==> src/rtl/ntt_cfg.svh <==
`ifndef NTT_CFG_SVH
`define NTT_CFG_SVH

// Prime modulus q = 2^23 - 2^13 + 1
`define NTT_Q 23'd8380417

// Width of one coefficient
`define COEFF_W 23

// Transform size and number of radix-2 rounds
`define NTT_N 16
`define NTT_LOGN 4

// Primitive 512th root of unity modulo q
`define NTT_ROOT 1753

// Butterfly depth in cycles, request to response
`define BF_LATENCY 3

// Load credits handed out per transform
`define LOAD_CREDITS 16

`endif

==> src/rtl/ntt_pkg.sv <==
`include "ntt_cfg.svh"

package ntt_pkg;

  typedef logic [`COEFF_W-1:0] coeff_t;
  typedef logic [$clog2(`NTT_N)-1:0] coeff_addr_t;
  typedef logic [2:0] round_t;
  typedef logic [3:0] twiddle_addr_t;

  // One butterfly operand pair with its twiddle and destination slots
  typedef struct packed {
    coeff_t      a;
    coeff_t      b;
    coeff_t      w;
    coeff_addr_t idx_a;
    coeff_addr_t idx_b;
  } bf_req_t;

  typedef struct packed {
    coeff_t      ra;
    coeff_t      rb;
    coeff_addr_t idx_a;
    coeff_addr_t idx_b;
  } bf_rsp_t;

  typedef enum logic [2:0] {
    RD_IDLE, RD_LOAD, RD_STAGE, RD_EXEC, RD_WAIT, RD_UNLOAD
  } rd_state_e;

  typedef enum logic [1:0] {
    WR_IDLE, WR_STAGE, WR_MEM
  } wr_state_e;

  function automatic longint unsigned mod_exp(input longint unsigned base,
                                              input int unsigned exp);
    longint unsigned acc;
    acc = 1;
    for (int unsigned i = 0; i < exp; i++) begin
      acc = (acc * base) % `NTT_Q;
    end
    return acc;
  endfunction

  // Power of the 32nd root indexed by the bit-reversed 4-bit value of k
  function automatic coeff_t zeta_table(input int unsigned k);
    longint unsigned psi;
    int unsigned     brv;
    psi = mod_exp(`NTT_ROOT, 16);
    brv = {28'd0, k[0], k[1], k[2], k[3]};
    return coeff_t'(mod_exp(psi, brv));
  endfunction

endpackage

==> src/rtl/twiddle_rom.sv <==
`include "ntt_cfg.svh"

module twiddle_rom
  import ntt_pkg::*;
(
  input  logic          pi_clk,
  input  twiddle_addr_t addr,
  output coeff_t        w
);

  coeff_t rom [`NTT_N];

  // Table contents are constants worked out during elaboration
  for (genvar i = 0; i < `NTT_N; i++) begin : g_rom
    localparam coeff_t ZETA = zeta_table(i);
    assign rom[i] = ZETA;
  end

  always_ff @(posedge pi_clk) begin
    w <= rom[addr];
  end

endmodule

==> config.mk <==
export PLATFORM = sky130hd
export DESIGN_NAME = twiddle_rom
export DESIGN_NICKNAME = d
export VERILOG_FILES = /design/src/rtl/ntt_pkg.sv /design/src/rtl/twiddle_rom.sv
export VERILOG_INCLUDE_DIRS = /design/src /design/src/rtl
export SDC_FILE = /design/constraint.sdc
export NUM_CORES = 1
export LEC_CHECK = 0
export ABC_AREA = 1
export BUFFER_PORTS_ARGS = -buffer_cell sky130_fd_sc_hd__buf_2
export CORE_MARGIN = 1.5
export CORE_UTILIZATION = 30
export CTS_BUF_LIST = sky130_fd_sc_hd__clkbuf_4
export DETAILED_ROUTE_END_ITERATION = 16
export GPL_ROUTABILITY_DRIVEN = 1
export SLEW_MARGIN = 0
export SYNTH_ARGS = -nofsm -noshare
export SYNTH_HDL_FRONTEND = slang
export SYNTH_SLANG_ARGS = --single-unit
==> constraint.sdc <==
create_clock -name pi_clk -period 1.4 [get_ports pi_clk]
set_clock_uncertainty 0.1 [all_clocks]
set_input_delay 0.28 -clock pi_clk [delete_from_list [all_inputs] [get_ports pi_clk]]
set_output_delay 0.28 -clock pi_clk [all_outputs]
set_load 0.02 [all_outputs]
==> run metrics <==
Clock Pin Slew Worst Setup and Hold Paths about 0.12 ns; WHS around 0.16 ns; WP buf/inv 1; Crit. End Element output port; Worst Max-Slew Pin Slew 0.341 ns; max-slew violation count 0; Layout area overhead 22.2%; DRC Markers 0; mux cell area share after synthesis 0%; register area share after synthesis between 40% and 50%; Post-Syn Area ~1100 um2; Top Registers w: 23 flops; initial core utilization 32.0%; H-tree depth 1; hold_buf cts 0; Worst Setup SP w[1]$_DFF_P_; clk root buf clkbuf_4; routed vias 929; largest net degree at the start of global routing 20; Avg Inst Size Synth 8.33 um2; PortBufs 27; Overall Power between 1000 and 1500 uW; Die Height between 60 and 70 um; final worst path period share ~85%; Post-DP HPWL approximately 1700 um; WL met2 just over 1000 um; Crit Path Category reg2out; kind of cell adding the most delay to the critical path flip-flops; gpl congestion ~0.85; max layer used met4; global-route wire length before repair between 3000 and 4000 um; Biggest register w; final hold violation count 0; number of distinct library cells after synthesis 20; CTS resizes 0; RSZ-0062 raised after global routing false; initial antenna violation count 0; area fraction of the dominant cell type after synthesis approximately 42%; vias per cell 4.38; antenna viol nets, final 0; vias in the first global route 909; area leader, netlist dfxtp_1; Final nets between 150 and 200; die area ~4000 um2; Final Setup Violations 0; Avg WL per Cell 10.4 um; HP Start addr[3]; leakage 0.000724 uW; drt total wl roughly 2200 um; largest family of logic cells by synthesized area simple AND/OR/NAND/NOR gates; synthesized instance count 130; maximum clock path buffer count 2; Antenna diodes 0; grt total ovfl 0; max_slew headroom between 70 and 80%; worst hold-check path type in2reg; max reg flops 23; area share of fa/ha/maj cells after synthesis 9.24%; Pre-Repair DR Iteration Count 4; met1 wire length about 1000 um; post-synthesis compound-gate area fraction 3.93%; Post-Synth Simple-Gate Area a little over a third; Setup Buffers After CTS 0; #FFs+latches synth 23; Startpoint Class flop; core box area 3390 um2; TritonCTS Sinks 23; Max Cap Viol 0; DIE WIDTH approximately 63 um; Synth Area in XOR/XNOR 0%; initial DRC count 35; slowest CP cell dfxtp_1; fin crit period 1.19 ns; Worst EP required 1.02 ns; area of the multi-input gates between 500 and 600 um2; crit-path max FO 1; CP max stage delay between 0.3 and 0.4 ns; Data arrival, critical path approximately 0.8 ns; status finished clean; IO Count 28; pwr dens 1040 nW/um2; FILL cells roughly 350; TritonCTS clock tree yes; peak supply drop about 0.28 mV; critical path, cell by cell buf_2; FMAX 838 MHz; Sequential Area 460 um2; Yosys Warn Count 0; ratio of cells with drive above 1 in the final layout about a third; main area contributors after synthesis dfxtp_1, nand2_1, ha_1, nand3_1, nand3_2; Rows 21; Sum Neg Setup Slack 0 ns; met3 WL 88 um; Num CTS Buffers 3; Total GRT Usage 12.4%; syn nets approximately 140
## cell families (layout without fill, tap and decap cells)
logic type	count (synthesis)	in the layout
flip-flops	23	23
AO/OA/AOI/OAI	8	8
AND/OR/NAND/NOR	78	78
adder cells (fa/ha/maj)	8	8
buffers and inverters	13	49
## layout make-up
class | count | share of cell area [%]
flip-flops and latches | 23 | 34.8
well taps | 46 | 4.35
clock inverters | 1 | 0.378
inverters | 7 | 2.55
repair buffers | 38 | 16.4
multi-input cells | 94 | 39.8
clock buffers | 3 | 1.70
## final timing paths
| kind | endpoint | slack, ns | depth (start not counted) |
|---|---|---|---|
| setup / recovery | w[1] | 0.21 | 1 |
| hold / removal | w[17]$_DFF_P_ | 0.16 | 2 |
## report_power, final
part | leakage (uW) | total, uW | switching (uW) | internal [uW]
Sequential | 0.000194 | 728 | 11.9 | 716
Combinational | 0.000512 | 348 | 227 | 121
Clock | 0.0000177 | 300 | 193 | 107
## metrics by stage
step                instances  setup WS (ns)  area (um2)  util (%)
floorplan                 130          0.157        1080         -
global placement          208         0.0375        1300      38.2
detailed placement        208         0.0160        1300      38.2
CTS                       212          0.189        1320      39.1
global route              212          0.160        1320      39.1
finish                    212          0.206        1320      39.1
## synth_stat cells (all sizes together)
| cell | number |
|---|---|
| nand2 | 58 |
| dfxtp | 23 |
| nand3 | 18 |
| ha | 8 |
| inv | 7 |
| buf | 6 |
| o21ai | 5 |
| a21oi | 2 |
| a21boi | 1 |
| nand3b | 1 |
| nor2 | 1 |
## metal layers
| metal | track usage (%) | up-vias |
|---|---|---|
| li1 | - | 479 |
| met1 | 14.8 | 421 |
| met2 | 19.9 | 22 |
| met3 | 1.96 | 7 |
| met4 | 9.17 | 0 |
| met5 | 0 | - |
## cell usage in the layout (no fill, tap or decap)
master    synthesis  layout
inv_1             5       5
dfxtp_1          23      23
nand3_1          13      13
nand2_2           1       1
inv_8             1       1
o21ai_0           3       3
nand2_4           4       4
buf_4             2      11
inv_2             1       1
a21boi_0          1       1
a21oi_1           2       2
nor2_4            1       1
o21ai_1           2       2
clkinv_2          0       1
ha_1              8       8
nand3b_1          1       1
nand3_2           5       5
buf_2             1      27
nand2_1          53      53
clkbuf_4          0       3
Power figures use the tool's default switching activity.
