--- src/rtl/ntt_cfg.svh ---
`ifndef NTT_CFG_SVH
`define NTT_CFG_SVH

// Prime modulus q = 2^23 - 2^13 + 1
`define NTT_Q 23'd8380417

// Width of one coefficient
`define COEFF_W 23

// Transform size and number of radix-2 rounds
`define NTT_N 16
`define NTT_LOGN 4

// Primitive 512th root of unity modulo q
`define NTT_ROOT 1753

// Butterfly depth in cycles, request to response
`define BF_LATENCY 3

// Load credits handed out per transform
`define LOAD_CREDITS 16

`endif

--- src/rtl/ntt_pkg.sv ---
`include "ntt_cfg.svh"

package ntt_pkg;

  typedef logic [`COEFF_W-1:0] coeff_t;
  typedef logic [$clog2(`NTT_N)-1:0] coeff_addr_t;
  typedef logic [2:0] round_t;
  typedef logic [3:0] twiddle_addr_t;

  // One butterfly operand pair with its twiddle and destination slots
  typedef struct packed {
    coeff_t      a;
    coeff_t      b;
    coeff_t      w;
    coeff_addr_t idx_a;
    coeff_addr_t idx_b;
  } bf_req_t;

  typedef struct packed {
    coeff_t      ra;
    coeff_t      rb;
    coeff_addr_t idx_a;
    coeff_addr_t idx_b;
  } bf_rsp_t;

  typedef enum logic [2:0] {
    RD_IDLE, RD_LOAD, RD_STAGE, RD_EXEC, RD_WAIT, RD_UNLOAD
  } rd_state_e;

  typedef enum logic [1:0] {
    WR_IDLE, WR_STAGE, WR_MEM
  } wr_state_e;

  function automatic longint unsigned mod_exp(input longint unsigned base,
                                              input int unsigned exp);
    longint unsigned acc;
    acc = 1;
    for (int unsigned i = 0; i < exp; i++) begin
      acc = (acc * base) % `NTT_Q;
    end
    return acc;
  endfunction

  // Power of the 32nd root indexed by the bit-reversed 4-bit value of k
  function automatic coeff_t zeta_table(input int unsigned k);
    longint unsigned psi;
    int unsigned     brv;
    psi = mod_exp(`NTT_ROOT, 16);
    brv = {28'd0, k[0], k[1], k[2], k[3]};
    return coeff_t'(mod_exp(psi, brv));
  endfunction

endpackage

--- src/rtl/coeff_mem.sv ---
`include "ntt_cfg.svh"

module coeff_mem
  import ntt_pkg::*;
(
  input  logic        pi_clk,
  input  logic        rd_bank,
  input  coeff_addr_t rd_addr_a,
  input  coeff_addr_t rd_addr_b,
  output coeff_t      rd_data_a,
  output coeff_t      rd_data_b,
  input  logic        wr_bank,
  input  logic [1:0]  wr_en,
  input  coeff_addr_t wr_addr_a,
  input  coeff_addr_t wr_addr_b,
  input  coeff_t      wr_data_a,
  input  coeff_t      wr_data_b
);

  // Two ping-pong banks, one read per round and the other written
  coeff_t bank_mem [2][`NTT_N];

  // Bit 0 of wr_en enables port a, bit 1 port b
  always_ff @(posedge pi_clk) begin
    if (wr_en[0]) begin
      bank_mem[wr_bank][wr_addr_a] <= wr_data_a;
    end
    if (wr_en[1]) begin
      bank_mem[wr_bank][wr_addr_b] <= wr_data_b;
    end
  end

  always_ff @(posedge pi_clk) begin
    rd_data_a <= bank_mem[rd_bank][rd_addr_a];
    rd_data_b <= bank_mem[rd_bank][rd_addr_b];
  end

  a_wr_ports_distinct: assert property (@(posedge pi_clk)
    (&wr_en) |-> (wr_addr_a != wr_addr_b));

endmodule

--- config.mk ---
export PLATFORM = sky130hd
export DESIGN_NAME = coeff_mem
export DESIGN_NICKNAME = d
export VERILOG_FILES = /design/src/rtl/ntt_pkg.sv /design/src/rtl/coeff_mem.sv
export VERILOG_INCLUDE_DIRS = /design/src /design/src/rtl
export SDC_FILE = /design/constraint.sdc
export NUM_CORES = 1
export LEC_CHECK = 0
export BUFFER_PORTS_ARGS = -buffer_cell sky130_fd_sc_hd__buf_2
export CAP_MARGIN = 20
export CORE_UTILIZATION = 57
export CTS_CLUSTER_DIAMETER = 30
export DETAILED_ROUTE_END_ITERATION = 8
export PLACE_DENSITY = 0.77
export SLEW_MARGIN = 10
export SYNTH_ARGS = -nofsm -noshare
export SYNTH_HDL_FRONTEND = slang
export SYNTH_SLANG_ARGS = --single-unit
--- constraint.sdc ---
create_clock -name pi_clk -period 3.7 [get_ports pi_clk]
set_input_delay 0.555 -clock pi_clk [delete_from_list [all_inputs] [get_ports pi_clk]]
set_output_delay 0.555 -clock pi_clk [all_outputs]
set_load 0.01 [all_outputs]
==> metrics.log <==
[metrics] outcome: finished clean
[metrics] Yosys warning total: 0
[metrics] post-place setup slack: 0.646 ns
[metrics] area growth from synthesis to final layout: 18.9%
[metrics] Post-CTS Repair Setup Buffers: 0
[metrics] standard cell area after detailed placement: 0.0419 mm^2
[metrics] layer carrying the most global-route usage: met2
[metrics] Peak VDD IR: 0.436 mV
[metrics] post-CTS sizing: 0
[metrics] Cell Chain, Critical Path: buf_8 > buf_4 > or3_1 > o221ai_1 > a21oi_1 > a211oi_1
[metrics] cell count after synthesis: 2396
[metrics] number of clock buffers inserted by TritonCTS: 152
[metrics] Worst path top cell family by delay: buffers and inverters
[metrics] final clock period utilization by the worst path: 66.8%
[metrics] drt initial violations: 3982
[metrics] global-route wire length before repair: 194000 um
[metrics] core area: 0.0687 mm^2
[metrics] Port Buffer Count: 112
[metrics] clock slew at reported path FFs: 0.05 ns
[metrics] post-detailed-route DRC marker count: 0
[metrics] total number of nets in the final design: 2634
[metrics] antenna-violating nets left: 0
[metrics] number of instances in the placed design: 3344
[metrics] Initial Util: 57.8%
[metrics] hold buffers post-CTS: 0
[metrics] first-pass iteration count of the detailed router: 8
[metrics] H-tree depth: 4
[metrics] CTS tree: done
[metrics] ranking of synthesized cells by area: sky130_fd_sc_hd__edfxtp_1, sky130_fd_sc_hd__mux4_2, sky130_fd_sc_hd__mux2_2
[metrics] async set-or-reset flop fraction in the synthesized netlist: 0%
[metrics] start point of the worst min-delay path: wr_data_b[11]
[metrics] Die Footprint: 0.0707 mm^2
[metrics] maximum number of pins on one net before global-route repair: 70
[metrics] Num Clock Sinks: 782
[metrics] number of hold violations in the final report: 0
[metrics] final standard cell count with taps included and fillers excluded: 3629
[metrics] final sum of negative setup slack: 0 ns
[metrics] sequential share of the synthesized area: 58.0%
[metrics] aggregate global routing overflow: 0
[metrics] via count normalized by instance count: 7.43
[metrics] synthesized area per cell: 16.6 um^2
[metrics] overall routing resource usage: 39.0%
[metrics] Critical Path Fanout Max: 61
[metrics] Synthesized Nets: 2463
[metrics] depth of the worst register-to-register path: 4
[metrics] Min-Delay Endpoint: bank_mem[1][356]
[metrics] Critical Path AT: 3.05 ns
[metrics] critical path class: in -> reg
[metrics] CP max stage delay: 0.75 ns
[metrics] HPWL reported at the end of detailed placement: 85200 um
[metrics] worst hold-check path type: in -> reg
[metrics] Final Util: 68.7%
[metrics] root buffer cell: sky130_fd_sc_hd__clkbuf_16
[metrics] min Tclk post-route: 2.47 ns
[metrics] Clk Latency, worst-skew pair: 0.74 ns
[metrics] max-cap check violation count: 0
[metrics] met3 track utilization from global routing: 13.0%
[metrics] number of top-level design ports: 113
[metrics] Pwr per Cell Area: 559 mW/mm^2
[metrics] unrepaired setup endpoints after global routing: no
[metrics] cell type contributing the most total cell area after synthesis: sky130_fd_sc_hd__edfxtp_1
[metrics] antenna violations before repair: 5
[metrics] slowest stage cell on the critical path: sky130_fd_sc_hd__or3_1
[metrics] type of destination of the critical path: flop
[metrics] final setup violation count: 0
[metrics] number of instances on the worst hold path: 2
[metrics] routed via count: 27000
[metrics] Fin Clk Skew: 0.0231 ns
[metrics] critical path buffer and inverter count: 2
[metrics] final cell area excluding filler cells: 0.0472 mm^2
[metrics] maximum buffer depth of the clock tree: 3
[metrics] site row count: 96
[metrics] via count of the first global-routing pass: 27800
[metrics] total power of the final layout: 26.4 mW
[metrics] met2 Resource Use GR: 58.6%
[metrics] worst-case setup margin in the final layout: 1.23 ns
[metrics] Die X-Extent: 266 um
[metrics] placer congestion estimate: 0.941
[metrics] average wire length per cell after detail routing: 37.5 um
[metrics] number of synthesized flops with an enable pin: 736
[metrics] slew at the pin with the worst max-slew slack: 1.10 ns
[metrics] relative slew slack: 27.0%
[metrics] count of pins over their slew limit: 0
[metrics] most common cell after layout, fill and taps aside: sky130_fd_sc_hd__edfxtp_1
[metrics] Die Height: 266 um
[metrics] Crit Reg-Reg Startpoint: bank_mem[1][90]
[metrics] distinct cell type count of the synthesized netlist: 49
[metrics] Critical Path Source Type: input pin
[metrics] fraction of post-synthesis cell area in the top cell type by area: 55.7%
[metrics] worst path required time: 4.28 ns
[metrics] top library cells by usage in the layout, fill and taps aside: sky130_fd_sc_hd__edfxtp_1, sky130_fd_sc_hd__mux2_2, sky130_fd_sc_hd__mux4_2
[metrics] worst setup slack for register-to-register paths: 1.74 ns
[metrics] reg-to-reg critical path endpoint: rd_data_a[21]
[metrics] Seq cells post-synth: 782
[metrics] Detailed Route WL: 136000 um
[metrics] Mapped Area: 0.0397 mm^2
[metrics] peak clock frequency supported by timing: 0.404 GHz
[metrics] Leakage: 16.2 nW
[metrics] main flop type after synthesis: sky130_fd_sc_hd__edfxtp_1
[metrics] global-route met1 utilization: 48.7%
[metrics] fraction of final layout cells sized beyond drive strength 1: 40.5%
[metrics] minimum hold slack: 0.381 ns
-- cell type report --
class | count | area (um^2)
multi-input combinational | 1386 | 15800
antenna | 2 | 5.00
sequential | 782 | 23000
fill | 4402 | 21500
clock buffer | 176 | 4060
inverter | 6 | 22.5
clock inverter | 107 | 1210
timing repair buffer | 239 | 1940
tap | 931 | 1160
-- metal layers --
metal,up-vias,wire [um]
met5,-,12
met1,13500,44800
met2,2468,61000
met4,2,10100
li1,10400,-
met3,584,20300
-- logic make-up (layout without fill, tap and decap cells) --
kind of cell | Yosys count | count (layout) | share of synthesized area (%)
buffers and inverters | 228 | 528 | 3.07
DFF | 782 | 782 | 58.0
muxes | 838 | 838 | 30.0
and+or+nand+nor | 218 | 218 | 2.97
AOI/OAI and AO/OA | 330 | 330 | 5.91
other | 0 | 2 | 0
-- cell usage after synthesis (all sizes together) (40+ instances only) --
cell / n
a211oi: 40
mux2i: 222
o22ai: 81
buf: 130
nand3: 46
edfxtp: 736
dfxtp: 46
mux2: 371
mux4: 245
a21oi: 43
a22oi: 54
clkbuf: 92
-- sequential cells by signal (all words and copies together) (netlist names) --
signal,cells
bank_mem,736
rd_data_b,23
rd_data_a,23
-- worst max path at each step --
stage                       from                to  slack, ns  depth (start not counted)
floorplan           wr_addr_b[0]  bank_mem[1][207]       0.17                          5
global placement         rd_bank      rd_data_b[8]       0.67                          6
detailed placement       rd_bank      rd_data_b[8]       0.65                          6
CTS                      rd_bank      rd_data_b[8]       1.40                          6
global route             rd_bank      rd_data_b[8]       1.20                          6
finish                   rd_bank      rd_data_b[8]       1.23                          6
-- where the power goes --
group          switching, mW  internal (mW)  total (mW)
Combinational           1.31          0.888        2.20
Sequential             0.136           10.0        10.1
Clock                   4.78           9.29        14.1
(Power assumes the default switching activity.)
