[src/rtl/ntt_cfg.svh]
`ifndef NTT_CFG_SVH
`define NTT_CFG_SVH

// Prime modulus q = 2^23 - 2^13 + 1
`define NTT_Q 23'd8380417

// Width of one coefficient
`define COEFF_W 23

// Transform size and number of radix-2 rounds
`define NTT_N 16
`define NTT_LOGN 4

// Primitive 512th root of unity modulo q
`define NTT_ROOT 1753

// Butterfly depth in cycles, request to response
`define BF_LATENCY 3

// Load credits handed out per transform
`define LOAD_CREDITS 16

`endif

[src/rtl/ntt_pkg.sv]
`include "ntt_cfg.svh"

package ntt_pkg;

  typedef logic [`COEFF_W-1:0] coeff_t;
  typedef logic [$clog2(`NTT_N)-1:0] coeff_addr_t;
  typedef logic [2:0] round_t;
  typedef logic [3:0] twiddle_addr_t;

  // One butterfly operand pair with its twiddle and destination slots
  typedef struct packed {
    coeff_t      a;
    coeff_t      b;
    coeff_t      w;
    coeff_addr_t idx_a;
    coeff_addr_t idx_b;
  } bf_req_t;

  typedef struct packed {
    coeff_t      ra;
    coeff_t      rb;
    coeff_addr_t idx_a;
    coeff_addr_t idx_b;
  } bf_rsp_t;

  typedef enum logic [2:0] {
    RD_IDLE, RD_LOAD, RD_STAGE, RD_EXEC, RD_WAIT, RD_UNLOAD
  } rd_state_e;

  typedef enum logic [1:0] {
    WR_IDLE, WR_STAGE, WR_MEM
  } wr_state_e;

  function automatic longint unsigned mod_exp(input longint unsigned base,
                                              input int unsigned exp);
    longint unsigned acc;
    acc = 1;
    for (int unsigned i = 0; i < exp; i++) begin
      acc = (acc * base) % `NTT_Q;
    end
    return acc;
  endfunction

  // Power of the 32nd root indexed by the bit-reversed 4-bit value of k
  function automatic coeff_t zeta_table(input int unsigned k);
    longint unsigned psi;
    int unsigned     brv;
    psi = mod_exp(`NTT_ROOT, 16);
    brv = {28'd0, k[0], k[1], k[2], k[3]};
    return coeff_t'(mod_exp(psi, brv));
  endfunction

endpackage

[src/rtl/ntt_ctrl.sv]
`include "ntt_cfg.svh"

module ntt_ctrl
  import ntt_pkg::*;
(
  input  logic          pi_clk,
  input  logic          rst_n,
  input  logic          start,
  input  logic          load_valid,
  input  logic          unload_credit,
  input  coeff_t        rd_data_a,
  input  coeff_t        rd_data_b,
  input  coeff_t        twiddle,
  input  logic          bf_rsp_valid,
  input  bf_rsp_t       bf_rsp,
  output logic          load_credit,
  output logic          out_valid,
  output logic          busy,
  output logic          done,
  output logic          mem_rd_bank,
  output coeff_addr_t   mem_rd_addr_a,
  output coeff_addr_t   mem_rd_addr_b,
  output logic          mem_wr_bank,
  output logic [1:0]    mem_wr_en,
  output coeff_addr_t   mem_wr_addr_a,
  output coeff_addr_t   mem_wr_addr_b,
  output logic          mem_wr_load,
  output coeff_t        mem_wr_res_a,
  output coeff_t        mem_wr_res_b,
  output twiddle_addr_t twiddle_addr,
  output logic          bf_req_valid,
  output bf_req_t       bf_req
);

  rd_state_e   rd_state;
  wr_state_e   wr_state;
  round_t      round_cnt;
  logic [2:0]  step_cnt;
  logic [2:0]  iss_pair;
  logic [2:0]  wr_cnt;
  coeff_addr_t idx_cnt;
  logic [4:0]  load_sent;
  logic [4:0]  unl_cred;
  logic        load_beat;
  logic        unl_issue;
  logic        last_beat;
  bf_rsp_t     wr_rsp_q;

  // ------------------------------
  // Pair indexing
  // ------------------------------

  // Group of pair p in round r, with half-distance 8 >> r
  function automatic coeff_addr_t pair_grp(input round_t r, input logic [2:0] p);
    return coeff_addr_t'(p) >> (3'd3 - r);
  endfunction

  function automatic coeff_addr_t pair_lo(input round_t r, input logic [2:0] p);
    coeff_addr_t off;
    off = coeff_addr_t'(p) & (4'd7 >> r);
    return (pair_grp(r, p) << (3'd4 - r)) | off;
  endfunction

  function automatic twiddle_addr_t tw_idx(input round_t r, input logic [2:0] p);
    return (4'd1 << r) + pair_grp(r, p);
  endfunction

  // Addresses run one pair ahead of the data because reads are registered
  always_comb begin
    iss_pair      = (rd_state == RD_EXEC) ? step_cnt + 3'd1 : 3'd0;
    mem_rd_bank   = round_cnt[0];
    mem_rd_addr_a = (rd_state == RD_UNLOAD) ? idx_cnt : pair_lo(round_cnt, iss_pair);
    mem_rd_addr_b = pair_lo(round_cnt, iss_pair) + (4'd8 >> round_cnt);
    twiddle_addr  = tw_idx(round_cnt, iss_pair);
  end

  assign bf_req_valid = (rd_state == RD_EXEC);
  assign bf_req.a     = rd_data_a;
  assign bf_req.b     = rd_data_b;
  assign bf_req.w     = twiddle;
  assign bf_req.idx_a = pair_lo(round_cnt, step_cnt);
  assign bf_req.idx_b = pair_lo(round_cnt, step_cnt) + (4'd8 >> round_cnt);

  assign load_beat = (rd_state == RD_LOAD) && load_valid;
  assign unl_issue = (rd_state == RD_UNLOAD) && (unl_cred != 5'd0);
  assign last_beat = unl_issue && (idx_cnt == coeff_addr_t'(`NTT_N - 1));

  // ------------------------------
  // Read FSM
  // ------------------------------
  always_ff @(posedge pi_clk or negedge rst_n) begin
    if (!rst_n) begin
      rd_state  <= RD_IDLE;
      round_cnt <= '0;
      step_cnt  <= '0;
      idx_cnt   <= '0;
    end else begin
      case (rd_state)
        RD_IDLE: begin
          if (start) begin
            rd_state  <= RD_LOAD;
            round_cnt <= '0;
            step_cnt  <= '0;
            idx_cnt   <= '0;
          end
        end
        RD_LOAD: begin
          if (load_beat) begin
            idx_cnt <= idx_cnt + 1'b1;
            if (idx_cnt == coeff_addr_t'(`NTT_N - 1)) begin
              rd_state <= RD_STAGE;
            end
          end
        end
        RD_STAGE: begin
          rd_state <= RD_EXEC;
        end
        RD_EXEC: begin
          step_cnt <= step_cnt + 3'd1;
          if (step_cnt == 3'(`NTT_N / 2 - 1)) begin
            step_cnt <= '0;
            rd_state <= RD_WAIT;
          end
        end
        RD_WAIT: begin
          // Hold until the last response of the round is in memory
          step_cnt <= step_cnt + 3'd1;
          if (step_cnt == 3'(`BF_LATENCY)) begin
            step_cnt  <= '0;
            round_cnt <= round_cnt + 3'd1;
            rd_state  <= (round_cnt == round_t'(`NTT_LOGN - 1)) ? RD_UNLOAD : RD_STAGE;
          end
        end
        RD_UNLOAD: begin
          if (unl_issue) begin
            idx_cnt <= idx_cnt + 1'b1;
            if (last_beat) begin
              rd_state <= RD_IDLE;
            end
          end
        end
        default: rd_state <= RD_IDLE;
      endcase
    end
  end

  // ------------------------------
  // Write FSM
  // ------------------------------
  always_ff @(posedge pi_clk or negedge rst_n) begin
    if (!rst_n) begin
      wr_state <= WR_IDLE;
      wr_cnt   <= '0;
    end else begin
      case (wr_state)
        WR_IDLE: begin
          if (rd_state == RD_STAGE) begin
            wr_state <= WR_STAGE;
          end
        end
        WR_STAGE: begin
          if (bf_rsp_valid) begin
            wr_state <= WR_MEM;
            wr_cnt   <= '0;
          end
        end
        WR_MEM: begin
          wr_cnt <= wr_cnt + 3'd1;
          if (wr_cnt == 3'(`NTT_N / 2 - 1)) begin
            wr_state <= WR_IDLE;
          end
        end
        default: wr_state <= WR_IDLE;
      endcase
    end
  end

  always_ff @(posedge pi_clk) begin
    if (bf_rsp_valid) begin
      wr_rsp_q <= bf_rsp;
    end
  end

  // Load beats go to bank 0, round results to the bank not being read
  assign mem_wr_load   = (rd_state == RD_LOAD);
  assign mem_wr_en     = (wr_state == WR_MEM) ? 2'b11 : {1'b0, load_beat};
  assign mem_wr_bank   = mem_wr_load ? 1'b0 : ~round_cnt[0];
  assign mem_wr_addr_a = mem_wr_load ? idx_cnt : wr_rsp_q.idx_a;
  assign mem_wr_addr_b = wr_rsp_q.idx_b;
  assign mem_wr_res_a  = wr_rsp_q.ra;
  assign mem_wr_res_b  = wr_rsp_q.rb;

  // ------------------------------
  // Credits and stream status
  // ------------------------------
  always_ff @(posedge pi_clk or negedge rst_n) begin
    if (!rst_n) begin
      load_credit <= 1'b0;
      load_sent   <= '0;
      unl_cred    <= '0;
      out_valid   <= 1'b0;
      done        <= 1'b0;
      busy        <= 1'b0;
    end else begin
      load_credit <= 1'b0;
      if (rd_state == RD_IDLE && start) begin
        load_sent <= '0;
      end else if (rd_state == RD_LOAD && load_sent < 5'(`LOAD_CREDITS)) begin
        load_credit <= 1'b1;
        load_sent   <= load_sent + 5'd1;
      end
      unl_cred  <= unl_cred + 5'(unload_credit) - 5'(unl_issue);
      out_valid <= unl_issue;
      done      <= last_beat;
      if (rd_state == RD_IDLE && start) begin
        busy <= 1'b1;
      end else if (last_beat) begin
        busy <= 1'b0;
      end
    end
  end

  a_busy_state: assert property (@(posedge pi_clk) disable iff (!rst_n)
    busy == (rd_state != RD_IDLE));

  a_done_last: assert property (@(posedge pi_clk) disable iff (!rst_n)
    done |-> out_valid && (round_cnt == round_t'(`NTT_LOGN)) &&
             $past(idx_cnt == coeff_addr_t'(`NTT_N - 1)));

  // Credits in hand never pass one transform's worth so the 5-bit count cannot wrap
  a_out_credit: assert property (@(posedge pi_clk) disable iff (!rst_n)
    unl_cred <= 5'(`NTT_N));

  // Every request returns after the butterfly depth
  a_bf_req: assert property (@(posedge pi_clk) disable iff (!rst_n)
    bf_req_valid |-> ##`BF_LATENCY bf_rsp_valid);

  // The group of a pair is its low index over the block size 16 >> r
  a_twiddle: assert property (@(posedge pi_clk) disable iff (!rst_n)
    bf_req_valid |->
      $past(twiddle_addr) == (4'd1 << round_cnt) + (bf_req.idx_a >> (3'd4 - round_cnt)));

  // Round results land only while the round still runs and in the bank not being read
  a_bank_split: assert property (@(posedge pi_clk) disable iff (!rst_n)
    ((|mem_wr_en) && !mem_wr_load) |->
      (rd_state inside {RD_EXEC, RD_WAIT}) && (mem_wr_bank != mem_rd_bank));

endmodule

[config.mk]
export PLATFORM = sky130hd
export DESIGN_NAME = ntt_ctrl
export DESIGN_NICKNAME = d
export VERILOG_FILES = /design/src/rtl/ntt_pkg.sv /design/src/rtl/ntt_ctrl.sv
export VERILOG_INCLUDE_DIRS = /design/src /design/src/rtl
export SDC_FILE = /design/constraint.sdc
export NUM_CORES = 1
export LEC_CHECK = 0
export BUFFER_PORTS_ARGS = -buffer_cell sky130_fd_sc_hd__buf_2
export CAP_MARGIN = 40
export CORE_AREA = 3 3 110 112
export CTS_CLUSTER_SIZE = 8
export DETAILED_ROUTE_END_ITERATION = 7
export DIE_AREA = 0 0 113 115
export PLACE_DENSITY_LB_ADDON = 0.12
export SKIP_LAST_GASP = 1
export SLEW_MARGIN = 20
export SYNTH_ARGS = -nofsm -noshare
export SYNTH_HDL_FRONTEND = slang
export SYNTH_SLANG_ARGS = --single-unit
export TNS_END_PERCENT = 1
[constraint.sdc]
create_clock -name pi_clk -period 7.5 [get_ports pi_clk]
set_input_delay 0.375 -clock pi_clk [delete_from_list [all_inputs] [get_ports pi_clk]]
set_output_delay 0.375 -clock pi_clk [all_outputs]
set_load 0.005 [all_outputs]
==> summary.txt <==
Status: finished, final reports clean
Slowest cell on the critical path: dfrtp_1
Post-DP Area: 4980 um^2
CP bufs+invs: 2
Max Freq: 0.2684 GHz
Total CTS buffers: 9
Hold WS: 0.2106 ns
ANT cells: 0
RSZ-0062 raised after global routing: no
Most common cell after layout, fill and taps aside: buf_2
Via-per-instance ratio: 5.141
Max Root-Sink Buffers: 2
Number of synthesized flops with an enable pin: 54
Die ar.: 13000 um^2
Largest net degree at the start of global routing: 57
GP Congestion: 0.8818
Crit path launch type: register
Post-route ant nets: 0
Yosys warnings: 0
Final setup violation count: 0
MaxCap Viol Count: 0
Delay-heaviest family, CP: adder cells
Sw Share: 0.3417
Min Tclk post-route: 3.726 ns
Combinational share of power: 0.321
First-pass GRT wire length: 15730 um
Post-Syn Instances: 437
Fin. max-slew vios: 0
Final setup TNS: 0 ns
Fin worst setup slack: 3.774 ns
Sequential area share after synthesis: 0.4836
CTS tree: done
Syn_nets: 600
Relative slew slack: 0.5440
Dpl hpwl: 7813 um
Area growth from synthesis to layout: 6.270%
Clock power share: 0.270
Num ports: 282
Sequential fraction of design power: 0.408
Main synth FF type: edfxtp_1
CP cell instances: inv_2, ha_1, ha_1, nor2b_1, a22oi_1, nor3_1, ha_1, a21o_1, a21oi_1, xor2_1, xnor2_1, buf_2
Final core occ: 0.4702
Netlist Area Pre-Place: 5009 um^2
Synthesized area per cell: 11.46 um^2
Final Hold Fails: 0
Async SR Flop Fraction: 0.3721
Crit path capture type: output port
Clk_skew: 0.008692 ns
Post-Route WL: 10180 um
Port bufs: 143
Critical path arrival: 3.35 ns
Power per cell area: 317.6 nW/um^2
Share of cells above drive strength 1: 0.3623
Slew of the pin with the lowest slew margin: 0.6840 ns
Starting DRT DRC Count: 179
Yosys cell types: 54
Grt ovf: 0
Critical path's most frequent cell: ha_1
Root buf cell: clkbuf_16
H-tree depth: 3
Req. time, crit path: 7.12 ns
Peak VDD IR: 0.1153 mV
Total GRT Usage: 0.1537
Drt drc: 0
Dpl ws: 4.166 ns
Tcrit/Tclk final: 0.4969
P_sw: 0.0005777 W
Via count: 3162
Chip height: 115 um
CTS sink cnt: 86
P_int: 0.001113 W
Clock edge transition at the registers on the reported setup and hold paths: 0.07 ns
Placeable core region: 11320 um^2
Max incr delay on CP: 0.69 ns
Kind of critical path: reg2out
WL/cell: 16.55 um
Initial cell density of the core: 0.4424
Layout Cell Area excl Fill: 5323 um^2
Commonest non-fill, non-tap cells in the layout: buf_2 (143), edfxtp_1 (54), dfrtp_1 (32)
1st-pass router iterations: 4
Die width: 113 um
Initial antenna violation count: 0
Nets@finish: 630
Vias in the first global route: 3073
Leak Pwr: 2.532 nW
Seq cells post-synth: 86
Worst-path maximum fanout: 17
Clock Latency Late Sink: 0.34 ns
Hold WC Path Type: in2reg
Std-Cell Rows: 39
## through the flow
step | total power, W | std cells
final | 0.001691 | 615
after global routing | 0.001823 | 615
after CTS | 0.001713 | 613
after detailed placement | 0.001249 | 597
after global placement | 0.001235 | 597
after floorplan | 0.001107 | 437
## synthesized netlist by cell type, types with 2 or more instances
library cell | number | area share
nor2_1 | 21 | 0.016
fa_1 | 4 | 0.016
o2bb2ai_1 | 3 | 0.0052
xor2_1 | 9 | 0.016
inv_1 | 24 | 0.018
buf_4 | 120 | 0.18
o21ai_1 | 5 | 0.0050
and3_1 | 4 | 0.0050
o22ai_1 | 6 | 0.0075
a21o_1 | 8 | 0.012
nand4_1 | 5 | 0.0062
o21ai_0 | 2 | 0.0020
clkbuf_1 | 4 | 0.0030
a21oi_1 | 13 | 0.013
nand2_1 | 20 | 0.015
nand2b_1 | 3 | 0.0037
edfxtp_1 | 54 | 0.32
inv_2 | 2 | 0.0015
buf_2 | 3 | 0.0030
nand3b_1 | 2 | 0.0030
xnor2_1 | 8 | 0.014
ha_1 | 30 | 0.075
a32oi_1 | 3 | 0.0052
a22oi_1 | 2 | 0.0030
nor2b_1 | 4 | 0.0050
nor3_1 | 2 | 0.0020
nand3_1 | 7 | 0.0070
and2_1 | 4 | 0.0050
dfrtp_1 | 32 | 0.16
a32o_1 | 2 | 0.0040
nor3b_1 | 2 | 0.0030
mux2_1 | 4 | 0.0090
and3b_1 | 2 | 0.0035
mux2i_1 | 3 | 0.0060
## flip-flops by register name (all words and copies together) (netlist names), 2 cells and up
register / count
step_cnt: 3
rd_state: 3
unl_cred: 5
mem_wr_res_b: 23
wr_rsp_q: 4
idx_cnt: 4
load_sent: 5
mem_wr_res_a: 23
wr_state: 2
wr_cnt: 3
mem_wr_addr_b: 4
round_cnt: 3
## layer usage
layer  GRT usage  wire (um)  up-vias
li1            -          -     1464
met1      0.2032       4487     1498
met2      0.2338       4489      184
met3     0.06000       1058       16
met4     0.04888        142        0
met5           0          0        -
## timing repair
action / CTS / global route
resized for setup: 0 / 0
hold buffers: 0 / 1
endpoints found under the hold margin: 0 / 14
setup buffers: 0 / 0
## layout make-up
type                            count  area [um^2]
Clock buffer                        9        225.2
Multi-Input combinational cell    198         1558
Sequential cell                    86         2422
Timing Repair Buffer              146        760.7
Clock inverter                      7        80.08
Tap cell                          143        178.9
Fill cell                        1071         5998
Inverter                           26        97.59
## worst reg2reg max path, cell delays in order, from the launching register on
cell,delay (ns)
dfrtp_1,0.39
inv_1,0.08
ha_1,0.17
nor4b_2,0.41
nor2_1,0.16
ha_1,0.31
inv_1,0.04
ha_1,0.20
fa_1,0.41
a21oi_1,0.15
nor2_1,0.06
nor2_1,0.11
xnor2_1,0.12
## power groups by stage
stage	logic (W)	registers, W	clock network, W
after floorplan	0.000450	0.000658	0
after global placement	0.000538	0.000697	0
after detailed placement	0.000549	0.000700	0
after CTS	0.000551	0.000690	0.000472
after global routing	0.000624	0.000705	0.000495
final	0.000543	0.000691	0.000457
## logic make-up (layout without fill, tap and decap cells)
group | count (synthesis) | in the layout | synth area share
buffers and inverters | 153 | 188 | 0.2053
flip-flops | 86 | 86 | 0.4836
AND/OR/NAND/NOR | 84 | 84 | 0.09293
AO/OA/AOI/OAI | 54 | 54 | 0.07719
adder cells (fa/ha/maj) | 34 | 34 | 0.09093
XOR/XNOR | 17 | 17 | 0.02973
multiplexers | 9 | 9 | 0.02023
## worst paths after layout
| path | start | end | slack, ns | cells past startpoint |
|---|---|---|---|---|
| min reg2reg | load_sent[4] | load_credit | 0.52 | 1 |
| max in group asynchronous | rst_n | load_sent[0] | 6.55 | 3 |
| max reg2reg | unl_cred[3] | unl_cred[4] | 4.84 | 12 |
| min | bf_rsp[29] | mem_wr_res_b[21] | 0.21 | 1 |
| min in group asynchronous | rst_n | round_cnt[1] | 0.50 | 2 |
| max | round_cnt[0] | mem_rd_addr_b[3] | 3.77 | 12 |
Power figures use the tool's default switching activity.
